`src/include/loader_cfg.svh`:
```
`ifndef LOADER_CFG_SVH
`define LOADER_CFG_SVH

// ========================================
// shared memory geometry
// ========================================

// byte address width, scaled down from the 27-bit sdram space
`define MEM_ADDR_BITS 14
// word count, byte space over four
`define MEM_WORDS (1 << (`MEM_ADDR_BITS - 2))

// cartridge byte bases inside the shared memory
`define CART_N64_BASE 8192
`define CART_GB_BASE 4096

// ========================================
// download targets
// ========================================

// compared against ioctl_index[5:0]
`define DL_IDX_PIF 6'd0
`define DL_IDX_N64 6'd1
`define DL_IDX_GB 6'd2

// boot rom word address width
`define PIF_ADDR_BITS 10

`endif

```
`src/hw/loader_pkg.sv`:
```
`include "loader_cfg.svh"

package loader_pkg;

	// ========================================
	// memory bus types
	// ========================================

	// byte address into the shared word array
	typedef logic [`MEM_ADDR_BITS-1:0] mem_addr_t;

	// one 32-bit memory word
	typedef logic [31:0] mem_word_t;

	// byte enables
	// bit n covers word bits 8n+7 down to 8n
	typedef logic [3:0] mem_be_t;

	// all four lanes, used by the cartridge loader
	localparam mem_be_t MEM_BE_ALL = 4'hf;

endpackage

```
`src/hw/mem_port_if.sv`:
```
`timescale 1ns/100ps

// four-phase req/ack memory port
// client raises req with fields stable, arbiter answers with ack
interface mem_port_if import loader_pkg::*; ();

	// client side
	logic req;
	logic rnw;
	mem_addr_t addr;
	mem_be_t be;
	mem_word_t wdata;

	// arbiter side
	logic ack;
	// valid while ack high, reads only
	mem_word_t rdata;

	modport client (
		output req, rnw, addr, be, wdata,
		input ack, rdata
	);

	modport arbiter (
		input req, rnw, addr, be, wdata,
		output ack, rdata
	);

endinterface

```
`src/hw/dl_word_assembler.sv`:
```
`timescale 1ns/100ps
`include "loader_cfg.svh"

module dl_word_assembler import loader_pkg::*; (
	input logic clk_1x,
	input logic reset,
	input logic ioctl_download,
	input logic ioctl_wr,
	input logic [7:0] ioctl_index,
	input logic [26:0] ioctl_addr,
	input logic [15:0] ioctl_dout,
	output logic ioctl_wait,
	output logic [`PIF_ADDR_BITS-1:0] pifrom_wraddress,
	output mem_word_t pifrom_wrdata,
	output logic pifrom_wren,
	output logic cart_loaded,
	mem_port_if.client mem
);

	typedef enum logic [1:0] {
		TGT_NONE,
		TGT_PIF,
		TGT_N64,
		TGT_GB
	} target_t;

	localparam mem_addr_t N64_BASE = mem_addr_t'(`CART_N64_BASE);
	localparam mem_addr_t GB_BASE = mem_addr_t'(`CART_GB_BASE);

	target_t target;
	target_t next_target;
	logic wr_lo;
	logic wr_hi;
	logic is_cart;
	logic req_q;
	mem_addr_t cart_base;
	mem_addr_t cart_addr;
	mem_word_t cart_wdata;

	// ========================================
	// target decode and half strobes
	// ========================================

	always_comb begin
		next_target = TGT_NONE;
		if (ioctl_download) begin
			case (ioctl_index[5:0])
				`DL_IDX_PIF: next_target = TGT_PIF;
				`DL_IDX_N64: next_target = TGT_N64;
				`DL_IDX_GB: next_target = TGT_GB;
				default: next_target = TGT_NONE;
			endcase
		end
	end

	// bit 1 picks the half within a word
	assign wr_lo = ioctl_wr && !ioctl_addr[1];
	assign wr_hi = ioctl_wr && ioctl_addr[1];
	assign is_cart = (target == TGT_N64) || (target == TGT_GB);
	assign cart_base = (target == TGT_N64) ? N64_BASE : GB_BASE;

	// ========================================
	// control state
	// ========================================

	always_ff @(posedge clk_1x) begin
		if (reset) begin
			target <= TGT_NONE;
			pifrom_wren <= 1'b0;
			req_q <= 1'b0;
			ioctl_wait <= 1'b0;
			cart_loaded <= 1'b0;
		end else begin
			// decode lags the host by one cycle
			target <= next_target;
			// one-cycle strobe per completed boot rom word
			pifrom_wren <= (target == TGT_PIF) && wr_hi;
			// req up on the high half, down once ack seen
			if (is_cart && wr_hi) begin
				req_q <= 1'b1;
			end else if (mem.ack) begin
				req_q <= 1'b0;
			end
			// hold the host until the handshake has fully closed
			if (is_cart && wr_hi) begin
				ioctl_wait <= 1'b1;
			end else if (!is_cart) begin
				ioctl_wait <= 1'b0;
			end else if (!req_q && !mem.ack) begin
				ioctl_wait <= 1'b0;
			end
			// sticky until reset
			if (target == TGT_N64) begin
				cart_loaded <= 1'b1;
			end
		end
	end

	// ========================================
	// word assembly
	// ========================================

	always_ff @(posedge clk_1x) begin
		if ((target == TGT_PIF) && wr_lo) begin
			// byte swapped, low half lands on top
			pifrom_wrdata[31:16] <= {ioctl_dout[7:0], ioctl_dout[15:8]};
			pifrom_wraddress <= {ioctl_index[6], ioctl_addr[`PIF_ADDR_BITS:2]};
		end
		if ((target == TGT_PIF) && wr_hi) begin
			pifrom_wrdata[15:0] <= {ioctl_dout[7:0], ioctl_dout[15:8]};
		end
		if (is_cart && wr_lo) begin
			cart_wdata[15:0] <= ioctl_dout;
			// wraps inside the scaled memory space
			cart_addr <= mem_addr_t'(ioctl_addr + 27'(cart_base));
		end
		if (is_cart && wr_hi) begin
			cart_wdata[31:16] <= ioctl_dout;
		end
	end

	// write-only client, full words
	assign mem.req = req_q;
	assign mem.rnw = 1'b0;
	assign mem.addr = cart_addr;
	assign mem.be = MEM_BE_ALL;
	assign mem.wdata = cart_wdata;

	// req holds until the arbiter has acked
	assert property (@(posedge clk_1x) disable iff (reset)
		$fell(mem.req) |-> mem.ack)
		else $error("cartridge req dropped before ack");

endmodule

```
`src/flat_wrapper.sv`:
```
// flat-port wrapper written by rule: the top's interface ports become plain ports
module dl_word_assembler_flat import loader_pkg::*;
  (clk_1x, reset, ioctl_download, ioctl_wr, ioctl_index, ioctl_addr, ioctl_dout, ioctl_wait, pifrom_wraddress, pifrom_wrdata, pifrom_wren, cart_loaded, mem_req, mem_rnw, mem_addr, mem_be, mem_wdata, mem_ack, mem_rdata);
  mem_port_if mem_i ();
  input logic clk_1x;
  input logic reset;
  input logic ioctl_download;
  input logic ioctl_wr;
  input logic [7:0] ioctl_index;
  input logic [26:0] ioctl_addr;
  input logic [15:0] ioctl_dout;
  output logic ioctl_wait;
  output logic [`PIF_ADDR_BITS-1:0] pifrom_wraddress;
  output mem_word_t pifrom_wrdata;
  output logic pifrom_wren;
  output logic cart_loaded;
  output wire logic [$bits(mem_i.req)-1:0] mem_req;
  output wire logic [$bits(mem_i.rnw)-1:0] mem_rnw;
  output wire logic [$bits(mem_i.addr)-1:0] mem_addr;
  output wire logic [$bits(mem_i.be)-1:0] mem_be;
  output wire logic [$bits(mem_i.wdata)-1:0] mem_wdata;
  input wire logic [$bits(mem_i.ack)-1:0] mem_ack;
  input wire logic [$bits(mem_i.rdata)-1:0] mem_rdata;
  assign mem_req = mem_i.req;
  assign mem_rnw = mem_i.rnw;
  assign mem_addr = mem_i.addr;
  assign mem_be = mem_i.be;
  assign mem_wdata = mem_i.wdata;
  assign mem_i.ack = mem_ack;
  assign mem_i.rdata = mem_rdata;
  dl_word_assembler u_core (.clk_1x(clk_1x), .reset(reset), .ioctl_download(ioctl_download), .ioctl_wr(ioctl_wr), .ioctl_index(ioctl_index), .ioctl_addr(ioctl_addr), .ioctl_dout(ioctl_dout), .ioctl_wait(ioctl_wait), .pifrom_wraddress(pifrom_wraddress), .pifrom_wrdata(pifrom_wrdata), .pifrom_wren(pifrom_wren), .cart_loaded(cart_loaded), .mem(mem_i));
endmodule
```
`config.mk`:
```
export PLATFORM = sky130hd
export DESIGN_NAME = dl_word_assembler_flat
export DESIGN_NICKNAME = d
export VERILOG_FILES = /design/src/hw/loader_pkg.sv /design/src/hw/mem_port_if.sv /design/src/hw/dl_word_assembler.sv /design/src/flat_wrapper.sv
export VERILOG_INCLUDE_DIRS = /design/src /design/src/include
export SDC_FILE = /design/constraint.sdc
export NUM_CORES = 1
export LEC_CHECK = 0
export BUFFER_PORTS_ARGS = -buffer_cell sky130_fd_sc_hd__buf_2
export CORE_MARGIN = 1
export CORE_UTILIZATION = 45
export CTS_CLUSTER_SIZE = 30
export DETAILED_ROUTE_END_ITERATION = 7
export HOLD_SLACK_MARGIN = 0.03
export PLACE_DENSITY_LB_ADDON = 0.08
export SETUP_SLACK_MARGIN = 0.2
export SLEW_MARGIN = 20
export SYNTH_ARGS = -nofsm -noshare
export SYNTH_HDL_FRONTEND = slang
export SYNTH_SLANG_ARGS = --single-unit
```
`constraint.sdc`:
```
create_clock -name clk_1x -period 8.3 [get_ports clk_1x]
set_input_delay 0.83 -clock clk_1x [delete_from_list [all_inputs] [get_ports clk_1x]]
set_output_delay 0.83 -clock clk_1x [all_outputs]
set_load 0.005 [all_outputs]
```
Yosys cells after proc, flatten, opt, wreduce, memory -nomap -nowiden
Index checks and enable logic that the tools add are counted.

Add/sub/neg operators: 1. Eq/ne operators: 6. Muxes and demuxes: 7. Bitwise logic cells: 1. Reduce and logical (&&, ||, !) cells: 14.

Operators with widths (number): $add A14 B14 Y14 (1); $mux W14 (1); $logic_and A1 B1 Y1 (7); $eq A6 B1 Y1 const B (1); $eq A6 B2 Y1 const B (1); $logic_not A6 Y1 (1); $pmux W2 S3 (1); $mux W1 (5); $eq A2 B2 Y1 const B (2); $logic_not A1 Y1 (3); $ne A3 B3 Y1 const B (1); $eq A2 B1 Y1 const B (1); $reduce_bool A2 Y1 (1); $reduce_or A2 Y1 (1); $logic_or A1 B1 Y1 (1); $not A1 Y1 (1).

Bits in registers: 94. Input port bits: 88. Word-level logic and storage cells: 40.

Longest topological paths before layout
Gate-level depths: netlist of run 1.

Depth in word-level cells: 5. Gate-level depth with buffers: 4.

Worst setup path before layout of run 1
OpenSTA, ideal clock, no wires.

Path kind: in2reg. Start point: input ioctl_addr[1]. End point: register u_core.pifrom_wraddress[0], enable pin. Data arrival time: 3.428 ns. Setup slack: 4.396 ns. Stages: 1. Cell sequence: nor4bb_1.

Longest elaborated chain between the ends: 3.

RTL lines: start, declared (line flat_wrapper.sv:10) `input logic [26:0] ioctl_addr;`; $logic_not A1 Y1 (line dl_word_assembler.sv:57) `assign wr_lo = ioctl_wr && !ioctl_addr[1];`; $logic_and A1 B1 Y1 (line dl_word_assembler.sv:57); $logic_and A1 B1 Y1 (line dl_word_assembler.sv:104) `if ((target == TGT_PIF) && wr_lo) begin`; end signal, assigned (line dl_word_assembler.sv:107) `` pifrom_wraddress <= {ioctl_index[6], ioctl_addr[`PIF_ADDR_BITS:2]}; ``; end, declared (line dl_word_assembler.sv:13) `` output logic [`PIF_ADDR_BITS-1:0] pifrom_wraddress, ``.

No other way between the ends. A chain may end at the register's enable or synchronous reset.

Worst setup path in the final report of run 1
Start point: input ioctl_addr[1]. End point: register u_core.pifrom_wrdata[22], enable pin.

Longest elaborated chain between the ends: 3.

RTL lines: $logic_not A1 Y1 (line dl_word_assembler.sv:57); $logic_and A1 B1 Y1 (line dl_word_assembler.sv:57); $logic_and A1 B1 Y1 (line dl_word_assembler.sv:104); end signal, assigned (line dl_word_assembler.sv:106) `pifrom_wrdata[31:16] <= {ioctl_dout[7:0], ioctl_dout[15:8]};`; end, declared (line dl_word_assembler.sv:14) `output mem_word_t pifrom_wrdata,`.

No other way between the ends.

==> results of run 1 <==
## Yosys cell counts, drive strengths merged
master | instances | area [µm²]
a21oi | 3 | 15.0
and3b | 1 | 8.76
buf | 5 | 37.5
conb | 2 | 7.51
dfxtp | 6 | 120
edfxtp | 88 | 2640
ha | 1 | 12.5
inv | 2 | 7.51
nand2 | 1 | 3.75
nand2b | 4 | 25.0
nand3 | 1 | 5.00
nor3 | 2 | 20.0
nor3b | 1 | 7.51
nor4b | 1 | 8.76
nor4bb | 1 | 10.0
o21ai | 1 | 5.00
or4 | 1 | 11.3
xnor2 | 2 | 17.5
xor2 | 1 | 8.76
## worst paths after layout
path / start / end / slack [ns] / depth (start not counted)
setup / recovery: ioctl_addr[1] / u_core.pifrom_wrdata[22] / 6.24 / 3
hold / removal: u_core.cart_loaded / u_core.cart_loaded / 0.45 / 2
setup reg to reg: u_core.target[1] / u_core.pifrom_wrdata[22] / 6.45 / 2
hold reg to reg: u_core.cart_loaded / u_core.cart_loaded / 0.45 / 2
## where the power goes
group	switching (W)	internal, W
Clock	0.000151	0.000201
Sequential	0.000000217	0.000517
Combinational	0.00000940	0.00000915
## stage by stage
stage / power, W / area (µm²) / utilization / worst slack [ns] / hold slack (ns)
global route: 0.000917 / 4000 / 0.629 / 6.11 / 0.504
detailed placement: 0.000547 / 3750 / 0.591 / 5.82 / 0.434
finish: 0.000888 / 4000 / 0.629 / 6.24 / 0.447
floorplan: 0.000534 / 2990 / - / 4.40 / 0.436
global placement: 0.000547 / 3750 / 0.591 / 5.85 / 0.435
CTS: 0.000898 / 4000 / 0.629 / 6.19 / 0.448
## tightest hold or removal path: stages, from the launching register on
cell     delay [ns]
dfxtp_1        0.32
inv_1          0.04
a21oi_1        0.05
## state kept, by name (all words and copies together) (netlist names)
register / cells
u_core.target: 2
u_core.pifrom_wrdata: 32
u_core.mem.req: 1
u_core.pifrom_wraddress: 10
u_core.ioctl_wait: 1
u_core.mem.wdata: 32
u_core.pifrom_wren: 1
u_core.cart_loaded: 1
u_core.mem.addr: 14
## logic make-up after synthesis
kind of cell,Yosys count,synth area share
xor+xnor,3,0.00884
flops,94,0.929
compound gates,4,0.00673
simple gates,13,0.0337
fa+ha+maj,1,0.00421
other cells,2,0.00253
buf+inv,7,0.0151
## area by class of cell
cell class	count	area, µm²
fill	481	2350
timing repair buffer	136	688
tap	77	96.3
clock inverter	7	120
clock buffer	9	124
inverter	2	7.51
sequential	94	2760
multi-input combinational	26	198
## per-layer routing
metal,up-vias,track usage,share of wire
met4,0,0.0784,0.011
met1,776,0.189,0.40
met5,-,0,0
met2,85,0.268,0.51
met3,6,0.0606,0.082
li1,762,-,-
==> metrics.cfg, run 1 <==
[detailed_routing]
vias=1629
ant_nets=0
drt_wl_total_mm=5.40
route.detailed.drc=0
drtIter0Drc=96
wl_per_cell_um=15.4
viasPerCell=4.64
dr.pass1.iters=4

[global_route]
grt_usage=0.163
grt_remaining_overflow=0
grt_pass1_wl_mm=8.32
grt_pass1_vias=1619
antenna_found_initial=0
grt_max_degree=20

[timing]
worst_slew_pin_slew_ns=0.773
rsz0062_at_grt=false
fmax_ghz=0.485
finalHoldViolCount=0
tns_ns=0
fin_crit_ns=2.06
finalSetupViolCount=0
timing.slew.headroom=0.484
final_max_slew_viol_count=0
clock-skew-final_ns=0.0137
post-route-period-util=0.249

[critical_path]
start_kind=primary input
slowest_delay_ns=0.71
arrival_ns=2.08
crit_chain=buf_2 > nor4bb_4 > buf_4
critPathRequiredTime_ns=8.32
cp-end-kind=flip-flop
crit_family=simple AND/OR/NAND/NOR gates
path_class=primary input to flip-flop
path_buf_inv=2
cpMaxStageDelayCell=nor4bb_4
cp_max_fo=17

[cts]
clockBufferDepth=2
cts.clk_slew.worst_paths_ns=0.09
cts_sinks=94
cts_buffers=9
clock-root-buffer=clkbuf_8
cts_tree=built
ctsResizeCount=0
hold_buffers=0
htreeDepth=3
cts_setup_buffers=0
worstSkewPairLatency_ns=0.34

[synthesis]
syn_avg_cell_area_um2=24.0
ys.warnings.count=0
ys_ff_latch=94
synthCells=124
netlist_area_um2=2970
yosysUniqueCellTypes=19
yosysSeqAreaShare=0.929

[power]
power_density_nw_per_um2=222
ir_drop_mv=0.121
p_leak_nw=1.58

[floorplan]
fp.dieH_um=83.3
dieWidth_um=83.3
fp-row-count=29
io_pins=185
initial_core_util=0.468
die_area_um2=6940
core_area_um2=6350

[placed_design]
gp_congestion=0.694
dp.cells=335
hpwlAfterDp_mm=3.73
io_buffers=133

[job]
cap_viol_max_count=0

[cells_and_area]
diodes=0
syn2layout_area_growth_pct=34.4
drive_gt1_frac=0.573
fin_nets=358
final_cell_mix=buf_2, edfxtp_1, clkbuf_8
final_common_cell=buf_2
layout.cells.non_filler=351

[outcome]
status=finished, final reports clean

[min_path]
hold_path_class=flip-flop to flip-flop

(Power assumes the default switching activity.)
==> run 2: changes to the inputs <==
Settings changed: CORE_UTILIZATION 45 to 42.
Clock period 8.3 ns to 2.1 ns, I/O delays scaled along.
==> run 2 against run 1 <==
Flip-flop and latch count unchanged. Clock-buffer cell count grew 1. First-iteration DRC count is 45% lower. Power grew to 3.6 times the previous value. Routed wire length rose by 0.43%. Critical path type is now flip-flop to flip-flop. Critical endpoint is now u_core.mem.addr[13].
==> metrics.cfg, run 2 (same netlist as run 1, synthesis figures left out) <==
[cells_and_area]
final_common_cell=buf_2
final_cell_mix=buf_2, edfxtp_1, clkbuf_8
drive_gt1_frac=0.566
layout.cells.non_filler=377
syn2layout_area_growth_pct=35.1
diodes=0
fin_nets=365

[timing]
finalSetupViolCount=0
rsz0062_at_grt=false
post-route-period-util=0.690
finalHoldViolCount=0
layout_setup_ws_ns=0.651
fin_crit_ns=1.45
holdWs_ns=0.0578
tns_ns=0
clock-skew-final_ns=0.00715
final_max_slew_viol_count=0
fmax_ghz=0.690

[detailed_routing]
drt_wl_total_mm=5.42
vias=1636
dr.pass1.iters=4
route.detailed.drc=0
wl_per_cell_um=14.4
ant_nets=0
drtIter0Drc=53
viasPerCell=4.34

[placed_design]
io_buffers=133
dp.cells=357
post-place-ws_ns=0.661
gp_congestion=0.769
hpwlAfterDp_mm=3.64

[floorplan]
core_area_um2=6830
die_area_um2=7420
fp-row-count=30
fp.dieH_um=86.2
io_pins=185
dieWidth_um=86.2
initial_core_util=0.435

[global_route]
antenna_found_initial=0
grt_usage=0.147
grt_remaining_overflow=0
grt_pass1_wl_mm=7.75
grt_max_degree=18
grt_pass1_vias=1521

[cts]
cts_setup_buffers=0
clockBufferDepth=2
cts_buffers=9
htreeDepth=3
worstSkewPairLatency_ns=0.34
cts_tree=built
clock-root-buffer=clkbuf_8
cts_sinks=94
cts.clk_slew.worst_paths_ns=0.09

[power]
ir_drop_mv=0.530
power_density_nw_per_um2=787
totalPowerFinal_w=0.00316
p_leak_nw=1.57

[critical_path]
cp-end-kind=flip-flop
path_class=flip-flop to flip-flop
cp_max_fo=7
start_kind=flip-flop
critPathRequiredTime_ns=2.20
arrival_ns=1.55
cpMaxStageDelayCell=dfxtp_1
crit_chain=nand2b_1 > ha_1 > xor2_1 > xnor2_1
slowest_delay_ns=0.53

[min_path]
hold_path_class=primary input to flip-flop

[job]
cap_viol_max_count=0

[outcome]
status=finished, final reports clean

==> run 2: cell types whose count changed in the layout (fill, tap and decap cells not counted) <==
cell,delta
bufinv_16,-3
buf_4,+3
clkbuf_1,+1
inv_6,+1
nor3b_4,+1
dlygate4sd3_1,+4
nor3b_2,-1
clkinvlp_4,+1
==> run 2: power by group <==
part	switching (W)	internal (W)	total [W]
combinational	0.0000393	0.0000412	0.0000805
sequential	0.000000964	0.00205	0.00205
clock	0.000596	0.000439	0.00103
==> run 2: worst paths after layout <==
path / slack (ns) / cells after the start / to / startpoint
setup / recovery: 0.65 / 4 / u_core.mem.addr[13] / u_core.target[1]
hold / removal: 0.06 / 1 / u_core.pifrom_wraddress[1] / ioctl_addr[3]
setup reg to reg: 0.65 / 4 / u_core.mem.addr[13] / u_core.target[1]
hold reg to reg: 0.46 / 2 / u_core.cart_loaded / u_core.cart_loaded
==> run 2: layout make-up <==
cell class,count,area (µm²)
multi-input cells,26,204
inverters,2,7.51
well taps,96,120
fillers,556,2810
repair buffers,143,751
clock inverters,6,46.3
flip-flops and latches,94,2760
clock buffers,10,128
==> run 2: metrics by stage <==
step	cell area (µm²)	utilization
floorplan	3010	-
global placement	3800	0.557
detailed placement	3800	0.557
CTS	4000	0.585
global route	4020	0.588
finish	4020	0.588
==> run 2: metal layers <==
layer,track usage,share of wire,up-vias,wire length [µm]
met1,0.176,0.41,774,2240
met3,0.0539,0.084,7,458
met5,0,0,-,0
met4,0.0636,0.013,0,69
li1,-,-,771,-
met2,0.238,0.49,84,2660
==> run 2: repair_timing <==
action,in CTS,in global routing
resized for setup,0,0
hold buffers,2,2
hold endpoints to repair,2,3
==> run 2: worst max-delay path: cells and delay by family, from the launching register on <==
kind                       cells  cell delay [ns]
DFF                            1             0.53
xor gates and xnor gates       2             0.29
and+or+nand+nor                1             0.17
adders and majority gates      1             0.23
