[config.mk]
export PLATFORM = sky130hd
export DESIGN_NAME = mem_arbiter_flat
export DESIGN_NICKNAME = d
export VERILOG_FILES = /design/src/hw/loader_pkg.sv /design/src/hw/mem_port_if.sv /design/src/hw/mem_arbiter.sv /design/src/flat_wrapper.sv
export VERILOG_INCLUDE_DIRS = /design/src /design/src/include
export SDC_FILE = /design/constraint.sdc
export NUM_CORES = 1
export LEC_CHECK = 0
export BUFFER_PORTS_ARGS = -buffer_cell sky130_fd_sc_hd__buf_2
export CAP_MARGIN = 10
export CORE_AREA = 2 2 101 103
export CTS_CLUSTER_DIAMETER = 80
export DETAILED_ROUTE_END_ITERATION = 6
export DIE_AREA = 0 0 103 105
export HOLD_SLACK_MARGIN = 0.03
export PLACE_DENSITY = 0.72
export SYNTH_ARGS = -nofsm -noshare
export SYNTH_HDL_FRONTEND = slang
export SYNTH_SLANG_ARGS = --single-unit
[constraint.sdc]
create_clock -name clk_1x -period 1.9 [get_ports clk_1x]
set_input_delay 0.38 -clock clk_1x [delete_from_list [all_inputs] [get_ports clk_1x]]
set_output_delay 0.38 -clock clk_1x [all_outputs]
set_load 0.05 [all_outputs]
[src/include/loader_cfg.svh]
`ifndef LOADER_CFG_SVH
`define LOADER_CFG_SVH

// ========================================
// shared memory geometry
// ========================================

// byte address width, scaled down from the 27-bit sdram space
`define MEM_ADDR_BITS 14
// word count, byte space over four
`define MEM_WORDS (1 << (`MEM_ADDR_BITS - 2))

// cartridge byte bases inside the shared memory
`define CART_N64_BASE 8192
`define CART_GB_BASE 4096

// ========================================
// download targets
// ========================================

// compared against ioctl_index[5:0]
`define DL_IDX_PIF 6'd0
`define DL_IDX_N64 6'd1
`define DL_IDX_GB 6'd2

// boot rom word address width
`define PIF_ADDR_BITS 10

`endif

[src/hw/loader_pkg.sv]
`include "loader_cfg.svh"

package loader_pkg;

	// ========================================
	// memory bus types
	// ========================================

	// byte address into the shared word array
	typedef logic [`MEM_ADDR_BITS-1:0] mem_addr_t;

	// one 32-bit memory word
	typedef logic [31:0] mem_word_t;

	// byte enables
	// bit n covers word bits 8n+7 down to 8n
	typedef logic [3:0] mem_be_t;

	// all four lanes, used by the cartridge loader
	localparam mem_be_t MEM_BE_ALL = 4'hf;

endpackage

[src/hw/mem_port_if.sv]
`timescale 1ns/100ps

// four-phase req/ack memory port
// client raises req with fields stable, arbiter answers with ack
interface mem_port_if import loader_pkg::*; ();

	// client side
	logic req;
	logic rnw;
	mem_addr_t addr;
	mem_be_t be;
	mem_word_t wdata;

	// arbiter side
	logic ack;
	// valid while ack high, reads only
	mem_word_t rdata;

	modport client (
		output req, rnw, addr, be, wdata,
		input ack, rdata
	);

	modport arbiter (
		input req, rnw, addr, be, wdata,
		output ack, rdata
	);

endinterface

[src/hw/mem_arbiter.sv]
`timescale 1ns/100ps

module mem_arbiter import loader_pkg::*; (
	input logic clk_1x,
	input logic reset,
	mem_port_if.arbiter dl,
	mem_port_if.arbiter sys,
	output logic mem_en,
	output logic mem_we,
	output mem_addr_t mem_addr,
	output mem_be_t mem_be,
	output mem_word_t mem_wdata,
	input mem_word_t mem_rdata
);

	typedef enum logic [1:0] {
		ST_IDLE,
		ST_ACCESS,
		ST_ACK,
		ST_RELEASE
	} arb_state_t;

	arb_state_t state;
	// 0 = download port, 1 = system port
	logic grant_sys;
	logic dl_ack_q;
	logic sys_ack_q;
	logic sel_req;
	logic sel_rnw;
	mem_word_t rdata_q;

	// ========================================
	// granted client mux
	// ========================================

	assign sel_req = grant_sys ? sys.req : dl.req;
	assign sel_rnw = grant_sys ? sys.rnw : dl.rnw;

	// single access cycle right after the grant
	assign mem_en = (state == ST_ACCESS);
	assign mem_we = mem_en && !sel_rnw;
	assign mem_addr = grant_sys ? sys.addr : dl.addr;
	assign mem_be = grant_sys ? sys.be : dl.be;
	assign mem_wdata = grant_sys ? sys.wdata : dl.wdata;

	// ========================================
	// handshake fsm
	// ========================================

	always_ff @(posedge clk_1x) begin
		if (reset) begin
			state <= ST_IDLE;
			grant_sys <= 1'b0;
			dl_ack_q <= 1'b0;
			sys_ack_q <= 1'b0;
		end else begin
			case (state)
				ST_IDLE: begin
					// download port first
					if (dl.req) begin
						grant_sys <= 1'b0;
						state <= ST_ACCESS;
					end else if (sys.req) begin
						grant_sys <= 1'b1;
						state <= ST_ACCESS;
					end
				end
				// memory latches the access here
				ST_ACCESS: state <= ST_ACK;
				ST_ACK: begin
					// read data valid now, ack the winner
					if (grant_sys) begin
						sys_ack_q <= 1'b1;
					end else begin
						dl_ack_q <= 1'b1;
					end
					state <= ST_RELEASE;
				end
				ST_RELEASE: begin
					// wait for the client to let go
					if (!sel_req) begin
						dl_ack_q <= 1'b0;
						sys_ack_q <= 1'b0;
						state <= ST_IDLE;
					end
				end
				default: state <= ST_IDLE;
			endcase
		end
	end

	// read word captured alongside ack
	always_ff @(posedge clk_1x) begin
		if (state == ST_ACK) begin
			rdata_q <= mem_rdata;
		end
	end

	assign dl.ack = dl_ack_q;
	assign sys.ack = sys_ack_q;
	// the losing port sees zeros
	assign dl.rdata = grant_sys ? '0 : rdata_q;
	assign sys.rdata = grant_sys ? rdata_q : '0;

	// ack only answers a live request
	// req taken on the edge that raised ack
	assert property (@(posedge clk_1x) disable iff (reset)
		$rose(dl.ack) |-> $past(dl.req))
		else $error("download ack without req");
	assert property (@(posedge clk_1x) disable iff (reset)
		$rose(sys.ack) |-> $past(sys.req))
		else $error("system ack without req");
	// one owner at a time
	assert property (@(posedge clk_1x) disable iff (reset) !(dl.ack && sys.ack))
		else $error("both ports acked together");

endmodule

[src/flat_wrapper.sv]
// flat-port wrapper written by rule: the top's interface ports become plain ports
module mem_arbiter_flat import loader_pkg::*;
  (clk_1x, reset, mem_en, mem_we, mem_addr, mem_be, mem_wdata, mem_rdata, dl_req, dl_rnw, dl_addr, dl_be, dl_wdata, dl_ack, dl_rdata, sys_req, sys_rnw, sys_addr, sys_be, sys_wdata, sys_ack, sys_rdata);
  mem_port_if dl_i ();
  mem_port_if sys_i ();
  input logic clk_1x;
  input logic reset;
  output logic mem_en;
  output logic mem_we;
  output mem_addr_t mem_addr;
  output mem_be_t mem_be;
  output mem_word_t mem_wdata;
  input mem_word_t mem_rdata;
  input wire logic [$bits(dl_i.req)-1:0] dl_req;
  input wire logic [$bits(dl_i.rnw)-1:0] dl_rnw;
  input wire logic [$bits(dl_i.addr)-1:0] dl_addr;
  input wire logic [$bits(dl_i.be)-1:0] dl_be;
  input wire logic [$bits(dl_i.wdata)-1:0] dl_wdata;
  output wire logic [$bits(dl_i.ack)-1:0] dl_ack;
  output wire logic [$bits(dl_i.rdata)-1:0] dl_rdata;
  input wire logic [$bits(sys_i.req)-1:0] sys_req;
  input wire logic [$bits(sys_i.rnw)-1:0] sys_rnw;
  input wire logic [$bits(sys_i.addr)-1:0] sys_addr;
  input wire logic [$bits(sys_i.be)-1:0] sys_be;
  input wire logic [$bits(sys_i.wdata)-1:0] sys_wdata;
  output wire logic [$bits(sys_i.ack)-1:0] sys_ack;
  output wire logic [$bits(sys_i.rdata)-1:0] sys_rdata;
  assign dl_i.req = dl_req;
  assign dl_i.rnw = dl_rnw;
  assign dl_i.addr = dl_addr;
  assign dl_i.be = dl_be;
  assign dl_i.wdata = dl_wdata;
  assign dl_ack = dl_i.ack;
  assign dl_rdata = dl_i.rdata;
  assign sys_i.req = sys_req;
  assign sys_i.rnw = sys_rnw;
  assign sys_i.addr = sys_addr;
  assign sys_i.be = sys_be;
  assign sys_i.wdata = sys_wdata;
  assign sys_ack = sys_i.ack;
  assign sys_rdata = sys_i.rdata;
  mem_arbiter u_core (.clk_1x(clk_1x), .reset(reset), .dl(dl_i), .sys(sys_i), .mem_en(mem_en), .mem_we(mem_we), .mem_addr(mem_addr), .mem_be(mem_be), .mem_wdata(mem_wdata), .mem_rdata(mem_rdata));
endmodule
---- Yosys cells after proc, flatten, opt, wreduce, memory -nomap -nowiden ----
Index checks and enable logic that the tools add are counted.
cells by class
  eq/ne operators ......................... 7
  reduce and logical (&&, ||, !) cells .... 9
  muxes and demuxes ....................... 18
operator list
  cell                                                    number
  2-to-1 mux 32 bit                                       3
  2-to-1 mux 14 bit                                       1
  case mux 2 bit (4 select lines)                         1
  2-to-1 mux 1 bit                                        7
  2-to-1 mux 2 bit                                        3
  AND reduction 3 bit                                     2
  equality test 2 bit (second input constant)             2
  2-to-1 mux 4 bit                                        1
  inequality test 2 bit (second input constant)           2
  case mux 1 bit (2 select lines)                         2
  AND reduction 2 bit                                     2
  nonzero test 2 bit                                      2
  inequality test 3 bit (second input constant)           1
  equality test 2 x 1 -> 1 bit (second input constant)    1
  zero test 2 bit                                         1
  inequality test 2 x 1 -> 1 bit (second input constant)  1
  logical AND 1 bit                                       1
  zero test 1 bit                                         1
word-level totals
  output and inout bits ................... 118
  bits of input ports ..................... 138
  logic and storage cells ................. 39
  register bits ........................... 37

---- Depth between registers and ports, before layout ----
Gate-level depths: netlist of run 1.
  depth after elaboration ................. 3
  gate-level depth with buffers ........... 5
  mapped depth without buffers ............ 5

---- Worst setup path after synthesis of run 1 ----
No wires, ideal clock.
  path type ............................... register -> register
  start point ............................. register u_core.state[0]
  end point ............................... register u_core.dl_ack_q (netlist: u_core.dl.ack)
  path slack .............................. -0.007 ns
  cell stages (with the launch flop) ...... 5
  path buffers ............................ 0
  library setup time ...................... 0.103 ns
  data required time ...................... 1.797 ns
  data arrival time ....................... 1.804 ns
  clock period less this slack ............ 1.907 ns
  path through ............................ dfxtp_1 > inv_1 > ha_1 > a21oi_1 > a2111oi_2
between the ends
  word-level cells in the longest chain between the ends .. 3
  elaborated cells between the ends (all ways) .. 7
  those cells by class .................... eq/ne (4); mux (1); reduce/logical (2)
RTL lines
  item                                                                          line               source
  start: declaration                                                            mem_arbiter.sv:23  arb_state_t state;
  start signal: assignment                                                      mem_arbiter.sv:52  state <= ST_IDLE;
  start signal: assignment                                                      mem_arbiter.sv:62  state <= ST_ACCESS;
  start signal: assignment                                                      mem_arbiter.sv:65  state <= ST_ACCESS;
  equality test 2 bit                                                           mem_arbiter.sv:57  case (state)
  inequality test 2 bit (no source line) or nonzero test 2 bit (tied branches)  -
  AND reduction 3 bit (no source line)                                          -
  end signal: assignment                                                        mem_arbiter.sv:54  dl_ack_q <= 1'b0;
  end signal: assignment                                                        mem_arbiter.sv:75  dl_ack_q <= 1'b1;
  end signal: assignment                                                        mem_arbiter.sv:82  dl_ack_q <= 1'b0;
  end: declaration                                                              mem_arbiter.sv:26  logic dl_ack_q;
Parallel ways exist; a longest one is shown, timed or not.
A chain may end at the register's enable or synchronous reset.

---- Final worst setup path of run 1 ----
  start point ............................. register u_core.grant_sys
  end point ............................... output port mem_wdata[26]
between the ends
  word-level cells in the longest chain between the ends .. 1
RTL lines
  item                      line                source
  start: declaration        mem_arbiter.sv:25   logic grant_sys;
  start signal: assignment  mem_arbiter.sv:53   grant_sys <= 1'b0;
  start signal: assignment  mem_arbiter.sv:61   grant_sys <= 1'b0;
  start signal: assignment  mem_arbiter.sv:64   grant_sys <= 1'b1;
  2-to-1 mux 32 bit         mem_arbiter.sv:44   assign mem_wdata = grant_sys ? sys.wdata : dl.wdata;
  end: declaration          flat_wrapper.sv:12  output mem_word_t mem_wdata;
No other way between the ends.

==> results of run 1 <==
-- registers in the layout, indices dropped and copies added, names as in the netlist --
name / count
u_core.dl.ack: 1
u_core.state: 2
u_core.sys.ack: 1
u_core.rdata_q: 32
u_core.grant_sys: 1
-- cells by family (layout without fill, tap and decap cells) --
| logic type | after synthesis | in the layout | share of synthesized area, % |
|---|---|---|---|
| other cells | 0 | 1 | 0 |
| buf+inv | 18 | 282 | 3.99 |
| mux | 54 | 54 | 25.5 |
| flops | 37 | 37 | 44.6 |
| fa+ha+maj | 6 | 6 | 3.15 |
| compound gates | 10 | 10 | 3.78 |
| simple gates | 71 | 71 | 19.0 |
-- path summary, 6_finish.rpt --
check / from / to / slack [ns]
max: u_core.grant_sys / mem_wdata[26] / -0.0009
min: mem_rdata[20] / u_core.rdata_q[20] / 0.27
max reg2reg: u_core.grant_sys / u_core.state[1] / 0.43
min reg2reg: u_core.dl.ack / u_core.dl.ack / 0.49
-- synthesized netlist by cell type --
master     number  share of area (%)
ha_1            6                3.2
and2_1         33                8.7
mux2i_1         3                1.3
a211oi_1        2               0.63
inv_1           5               0.79
dfxtp_1         5                4.2
clkbuf_2        1               0.21
buf_4           7                2.2
o21bai_1        1               0.32
a22oi_4         1               0.89
edfxtp_1       32                 40
and2b_1         8                2.5
nor2b_1        24                6.3
a2111oi_2       1               0.63
nor2_1          1               0.16
a21boi_0        1               0.32
nand2b_1        5                1.3
mux2_2         50                 24
mux2_4          1               0.63
clkbuf_1        5               0.79
a21oi_1         3               0.63
o32ai_1         1               0.37
-- power by group through the flow --
stage / sequential, mW / clock (mW) / combinational (mW)
finish: 1.26 / 0.521 / 4.29
global route: 1.28 / 0.592 / 4.50
CTS: 1.25 / 0.555 / 4.06
detailed placement: 1.26 / 0 / 3.96
global placement: 1.25 / 0 / 3.92
floorplan: 1.26 / 0 / 3.06
-- critical path, cell delays in order (launching register included) --
cell     delay (ns)
dfxtp_4        0.48
buf_4          0.20
mux2_2         0.34
buf_2          0.21
-- layout by cell type (no fill, tap or decap), drive strengths merged, types with 2 or more instances in the layout --
cell,netlist,routed
a21oi,3,3
inv,5,5
and2b,8,8
clkbuf,6,17
and2,33,33
buf,7,258
ha,6,6
a211oi,2,2
dfxtp,5,5
clkinv,0,2
edfxtp,32,32
mux2,51,51
mux2i,3,3
nor2b,24,24
nand2b,5,5
-- through the flow --
stage                     instance area [um^2]  utilization [%]  instances  power (mW)   TNS [ns]
after floorplan                           2380                -        196        4.32          0
after global placement                    3840             39.9        578        5.17          0
after detailed placement                  3840             39.9        578        5.22          0
after CTS                                 4010             41.5        589        5.87     -0.339
after global routing                      4230             43.9        593        6.38      -1.16
final                                     4230             43.9        594        6.07  -0.000865
-- area by class of cell --
class	count	area [um^2]	area share, %
repair buffers	269	1660	39.2
clock inverters	2	10.0	0.236
well taps	133	166	3.93
inverters	5	18.8	0.443
multi-input cells	141	1240	29.3
flip-flops and latches	37	1060	25.1
clock buffers	6	72.6	1.71
diodes	1	2.50	0.0591
-- repair_timing --
action / CTS / global route
resized for setup: 17 / 64
setup endpoints to repair: 33 / 54
pin swaps: 0 / 0
setup buffers: 2 / 2
cloned: 1 / 2
-- per-layer routing --
layer  wire length, um  vias to the layer above  track usage, %
li1                  -                     1207               -
met1              3310                     1138            15.0
met2              4600                      124            25.2
met3               732                        8            3.95
met4                77                        0            3.38
met5                 0                        -               0
==> flow_summary.toml, run 1 <==
[drt]
route.detailed.drc = 0
first_pass_iters = 4
vias = 2477
via_per_inst = 4.17
totalWireLength_um = 8720
drtAntennaViolNets = 0
post_drt_wl_per_cell_um = 14.7
drt_iter0_markers = 104

[floorplanning]
die_w_um = 103
dieHeight_um = 105
core_area_um2 = 9640
io_pins = 256
initial_core_util_pct = 24.7
num_rows = 36
die_area_um2 = 10800

[pwr]
comb_power_share_pct = 70.7
swShare_pct = 54.9
ir_drop_v = 0.000660
leakagePower_nw = 2.09
power_density_nw_per_um2 = 1430
clkPwrFrac_pct = 8.6
intPower_mw = 2.73
p_switching_mw = 3.33
p_seq_share_pct = 20.7

[cts]
clk_pin_slew_worst_paths_ns = 0.08
numCtsBuffers = 5
h-tree-depth = 2
cts_tree = "done"
ctsRootBufferMaster = "clkbuf_8"
cts_max_path_buffers = 2
clk_latency_ns = 0.28
clock-sinks = 37
ctsHoldBuffers = 0

[sta]
slew_violations = 0
rsz0062_at_grt = "yes"
timing.slew.headroom_pct = 80.8
period_share_pct = 100
finClkSkew_ns = 0.00783
setup_slack_ns = -0.000865
holdWs_ns = 0.270
finalSetupViolCount = 1
max_freq_mhz = 526
finalCriticalPeriod_ns = 1.90
hold_viol = 0
tightest_slew_ns = 0.289

[layout]
syn2layout_area_growth_pct = 77.8
nets = 603
fill_cells = 943
drive_gt1_share_pct = 72.0

[worst_setup_path]
cp-start-kind = "flop"
r2r_cells = 4
critical_path_class = "flop to primary output"
cp-end-kind = "primary output"
crit_required_ns = 1.52
crit_arrival_ns = 1.52
cp_max_fo = 8

[synthesis]
ys_ff_latch = 37
syn_inst = 196
synthesis.nets = 340
yosysSeqAreaShare_pct = 44.6
yosys_warnings = 0
synth_cell_type_count = 22
avgSynthCellArea_um2 = 12.1
syn_area_um2 = 2380

[global_routing]
grt_max_degree = 41
grt_pass1_vias = 2371
grt_overflow_total = 0
grt_pass1_wl_um = 11600
antenna_found_initial = 2
globalRouteTotalUtil_pct = 13.7

[worst_hold_path]
hold_path_class = "primary input to flop"
whs_path_depth = 1

[placed_design]
dp.final_hpwl_um = 6710
numPortBuffers = 255
globalplace.congestion = 0.834
pre_cts_slack_ns = 0.263

[flow_run]
maxCapViolCount = 0

[run_status]
violations = "setup timing"
status = "complete, but fails checks"
(Power assumes the default switching activity.)
==> inputs of run 2 (changes only) <==
Settings changed: RECOVER_POWER set to 50.
==> run 2 against run 1 <==
Compared with the run above:
- global-route usage stayed put
- die area is the same
- critical path depth unchanged
- flip-flop and latch count unchanged
- sequential share of layout area is 0.14 points higher
- cell count did not move
- combinational power barely moved
- hold slack improved by 0.0014 ns
- core utilization is 0.25 points lower
- register-to-register slack got worse by 0.24 ns
- total power down 0.58%
- the run still ends with setup timing left
- worst setup slack about the same
==> flow_summary.toml, run 2 (synthesis gave the netlist of run 1 again) <==
[floorplanning]
initial_core_util_pct = 24.7
num_rows = 36
io_pins = 256
dieHeight_um = 105
die_area_um2 = 10800
core_area_um2 = 9640
die_w_um = 103

[cts]
numCtsBuffers = 5
clk_pin_slew_worst_paths_ns = 0.07
ctsHoldBuffers = 0
cts_tree = "done"
clk_latency_ns = 0.28
clock-sinks = 37
ctsRootBufferMaster = "clkbuf_8"
h-tree-depth = 2
cts_max_path_buffers = 2

[global_routing]
grt_pass1_wl_um = 11600
antenna_found_initial = 2
grt_overflow_total = 0
grt_max_degree = 41
grt_pass1_vias = 2371
globalRouteTotalUtil_pct = 13.7

[layout]
top_register = "u_core.rdata_q"
nets = 603
drive_gt1_share_pct = 71.1
final_common_cell = "buf_2"
largest_registers = "u_core.rdata_q (32), u_core.state (2)"
final_cell_mix = "buf_2, mux2_2, and2_1"
fill_cells = 949
largest_register_ffs = 32
syn2layout_area_growth_pct = 76.8

[worst_setup_path]
path_cells = "buf_4, mux2_2, buf_2"
critical_path_class = "flop to primary output"
slowest_delay_ns = 0.48
reg2reg_to = "u_core.rdata_q[28]"
r2r_start = "u_core.state[0]"
cp-start-kind = "flop"
r2r_cells = 3
crit_arrival_ns = 1.52
rrSetupSlack_ns = 0.19
crit_required_ns = 1.52
cp-end-kind = "primary output"
critPathSlowestCell = "dfxtp_4"
cp_max_fo = 8

[drt]
vias = 2472
totalWireLength_um = 8730
drtAntennaViolNets = 0
drt_iter0_markers = 98
post_drt_wl_per_cell_um = 14.7
route.detailed.drc = 0
first_pass_iters = 4
via_per_inst = 4.16

[placed_design]
numPortBuffers = 255
dp.final_hpwl_um = 6710
globalplace.congestion = 0.834

[sta]
setup_tns_ns = -0.000412
timing.slew.headroom_pct = 58.9
hold_viol = 0
finalCriticalPeriod_ns = 1.90
period_share_pct = 100
slew_violations = 0
setup_slack_ns = -0.000412
tightest_slew_ns = 0.619
holdWs_ns = 0.272
max_freq_mhz = 526
rsz0062_at_grt = "yes"
finClkSkew_ns = 0.00662
finalSetupViolCount = 1

[run_status]
violations = "setup timing"
status = "complete, but fails checks"

[worst_hold_path]
hold_start = "mem_rdata[20]"
min_to = "u_core.rdata_q[20]"
hold_path_class = "primary input to flop"
whs_path_depth = 1

[flow_run]
maxCapViolCount = 0

[pwr]
p_total_mw = 6.03
power_density_nw_per_um2 = 1430
leakagePower_nw = 2.08
ir_drop_v = 0.000647
[run 2: layout make-up]
class                   count  area, um^2  share of cell area [%]
clock inverters             2        10.0                   0.238
clock buffers               6        72.6                    1.72
well taps                 133         166                    3.95
inverters                   5        18.8                   0.446
repair buffers            269        1650                    39.1
flip-flops and latches     37        1060                    25.3
diodes                      1        2.50                  0.0594
multi-input cells         141        1230                    29.2
[run 2: worst max path at each step]
stage                           from       endpoint  slack (ns)
CTS                 u_core.grant_sys   mem_wdata[7]       -0.03
global placement    u_core.grant_sys   mem_wdata[7]        0.28
detailed placement  u_core.grant_sys   mem_wdata[7]        0.26
finish              u_core.grant_sys  mem_wdata[26]     -0.0004
floorplan            u_core.state[1]         mem_we        0.13
global route        u_core.grant_sys  mem_wdata[16]       -0.06
[run 2: critical path, delay by kind of cell (launching register included)]
| family | cells | cell delay (ns) |
|---|---|---|
| flops | 1 | 0.48 |
| buf+inv | 2 | 0.41 |
| mux | 1 | 0.34 |
[run 2: routing by layer]
layer  share of wire, %  track usage [%]
met1                 38             15.0
met2                 53             25.2
met3                8.0             3.95
met4               0.89             3.38
met5                  0                0
[run 2: report_power, final]
group / switching, mW / internal [mW]
logic: 2.93 / 1.33
registers: 0.131 / 1.13
clock network: 0.264 / 0.254
[run 2: timing repair]
action                     in CTS  in global routing
pin swaps                       0                  0
resized for setup              17                 64
gates cloned                    1                  2
hold endpoints to repair        0                  0
setup buffers                   2                  2
setup endpoints to repair      33                 54
[run 2: per-stage QoR]
step / util (%) / area [um^2] / setup WS (ns) / std cells
floorplan: - / 2380 / 0.125 / 196
global placement: 39.9 / 3840 / 0.275 / 578
detailed placement: 39.9 / 3840 / 0.263 / 578
CTS: 41.5 / 4010 / -0.0253 / 589
global route: 43.7 / 4210 / -0.0611 / 593
finish: 43.7 / 4210 / -0.000412 / 594
==> inputs of run 3 (changes only) <==
Settings changed: BUFFER_PORTS_ARGS -buffer_cell sky130_fd_sc_hd__buf_2 to -buffer_cell sky130_fd_sc_hd__buf_4.
==> run 3 against run 2 <==
Compared with the run above:
- total power increased by 6.3%
- wire length increased by 2.6%
- the run now ends clean
- fmax increased by 2.0%
- clock power increased by 6.9%
- count of clock-buffer cells in the layout decreased by 1
- core utilization increased by 5.9 points
- final area increased by 13%
- cell count decreased by 1.3%
- sequential power about the same
- hold slack improved by 0.013 ns
==> flow_summary.toml, run 3 (synthesis gave the netlist of run 1 again) <==
[drt]
via_per_inst = 4.14
totalWireLength_um = 8950
drtAntennaViolNets = 0
vias = 2426
first_pass_iters = 5
drt_iter0_markers = 59
route.detailed.drc = 0
post_drt_wl_per_cell_um = 15.3

[run_status]
status = "finished, final reports clean"

[worst_setup_path]
reg2reg_to = "u_core.dl.ack"
cp_top_family = "flip-flops"
critPathSlowestCell = "dfxtp_4"
r2r_cells = 4
critical_path_class = "flop to primary output"
cp_max_fo = 30
crit_required_ns = 1.52
rrSetupSlack_ns = 0.23
crit_end = "mem_wdata[9]"
cp-start-kind = "flop"
crit_path_start = "u_core.grant_sys"
cp.depth = 3
crit_buf_inv = 2
slowest_delay_ns = 0.43
cp-end-kind = "primary output"
r2r_start = "u_core.state[0]"
path_cells = "buf_16, mux2_2, buf_6"
crit_arrival_ns = 1.48

[cts]
h-tree-depth = 2
ctsRootBufferMaster = "clkbuf_8"
clk_latency_ns = 0.29
cts_max_path_buffers = 2
cts_tree = "done"
clk_pin_slew_worst_paths_ns = 0.08
numCtsBuffers = 5
clock-sinks = 37

[global_routing]
antenna_found_initial = 0
grt_pass1_vias = 2334
globalRouteTotalUtil_pct = 14.4
grt_max_degree = 61
grt_pass1_wl_um = 12000
grt_overflow_total = 0

[pwr]
leakagePower_nw = 2.22
power_density_nw_per_um2 = 1340
p_total_mw = 6.41
ir_drop_v = 0.000641

[layout]
fill_cells = 914
largest_register_ffs = 32
drive_gt1_share_pct = 70.8
largest_registers = "u_core.rdata_q (32), u_core.state (2)"
postLayoutCellArea_um2 = 4780
multi_input_area_um2 = 1230
area.sequential_um2 = 1060
final_cell_mix = "buf_4, mux2_2, buf_6"
finalCoreUtilization_pct = 49.5
nets = 595
top_register = "u_core.rdata_q"
syn2layout_area_growth_pct = 101
final_common_cell = "buf_4"

[floorplanning]
dieHeight_um = 105
num_rows = 36
initial_core_util_pct = 24.7
die_area_um2 = 10800
die_w_um = 103
core_area_um2 = 9640
io_pins = 256

[sta]
hold_viol = 0
period_share_pct = 98.1
holdWs_ns = 0.285
tightest_slew_ns = 0.609
slew_violations = 0
finClkSkew_ns = 0.00596
timing.slew.headroom_pct = 59.6
max_freq_mhz = 537
rsz0062_at_grt = "yes"
finalCriticalPeriod_ns = 1.86
finalSetupViolCount = 0

[placed_design]
dp.final_hpwl_um = 6970
placed_area_um2 = 4450
numPortBuffers = 255
globalplace.congestion = 0.785

[worst_hold_path]
whs_path_depth = 1
hold_path_class = "primary input to flop"

[flow_run]
maxCapViolCount = 0
run 3: final cells by class:
type	instances	share of cell area (%)
well taps	133	3.48
multi-input cells	141	25.7
flip-flops and latches	37	22.3
diodes	1	0.0524
repair buffers	261	46.2
inverters	5	0.393
clock buffers	5	1.44
clock inverters	3	0.445
run 3: metal layers:
metal	global-route usage (%)	vias up	share of wire [%]
li1	-	1188	-
met1	15.7	1088	36
met2	26.6	135	53
met3	4.55	15	9.5
met4	3.38	0	1.5
met5	0	-	0
run 3: repair_timing:
| item | CTS | global route |
|---|---|---|
| gates cloned | 1 | 1 |
| hold buffers | 0 | 0 |
| pin swaps | 0 | 0 |
| endpoints found under the setup margin | 45 | 17 |
| endpoints found under the hold margin | 0 | 0 |
| gates resized for setup | 7 | 42 |
| buffers inserted | 0 | 1 |
run 3: stage by stage:
| stage | std cells | setup TNS [ns] | worst slack [ns] |
|---|---|---|---|
| floorplan | 196 | 0 | 0.125 |
| global placement | 574 | 0 | 0.301 |
| detailed placement | 574 | 0 | 0.290 |
| CTS | 583 | 0 | 0.00682 |
| global route | 585 | -0.0688 | -0.0146 |
| finish | 586 | 0 | 0.0367 |
run 3: power breakdown:
part | switching [mW] | total, mW | internal [mW]
Combinational | 2.97 | 4.62 | 1.65
Clock | 0.294 | 0.554 | 0.260
Sequential | 0.115 | 1.24 | 1.13
Total | 3.38 | 6.41 | 3.04
run 3: how the worst min path moves through the flow:
stage	start	end	slack [ns]
after global routing	mem_rdata[17]	u_core.rdata_q[17]	0.26
after floorplan	reset	u_core.grant_sys	0.46
after CTS	mem_rdata[17]	u_core.rdata_q[17]	0.25
after detailed placement	u_core.dl.ack	u_core.dl.ack	0.50
after global placement	u_core.dl.ack	u_core.dl.ack	0.49
final	mem_rdata[26]	u_core.rdata_q[26]	0.29
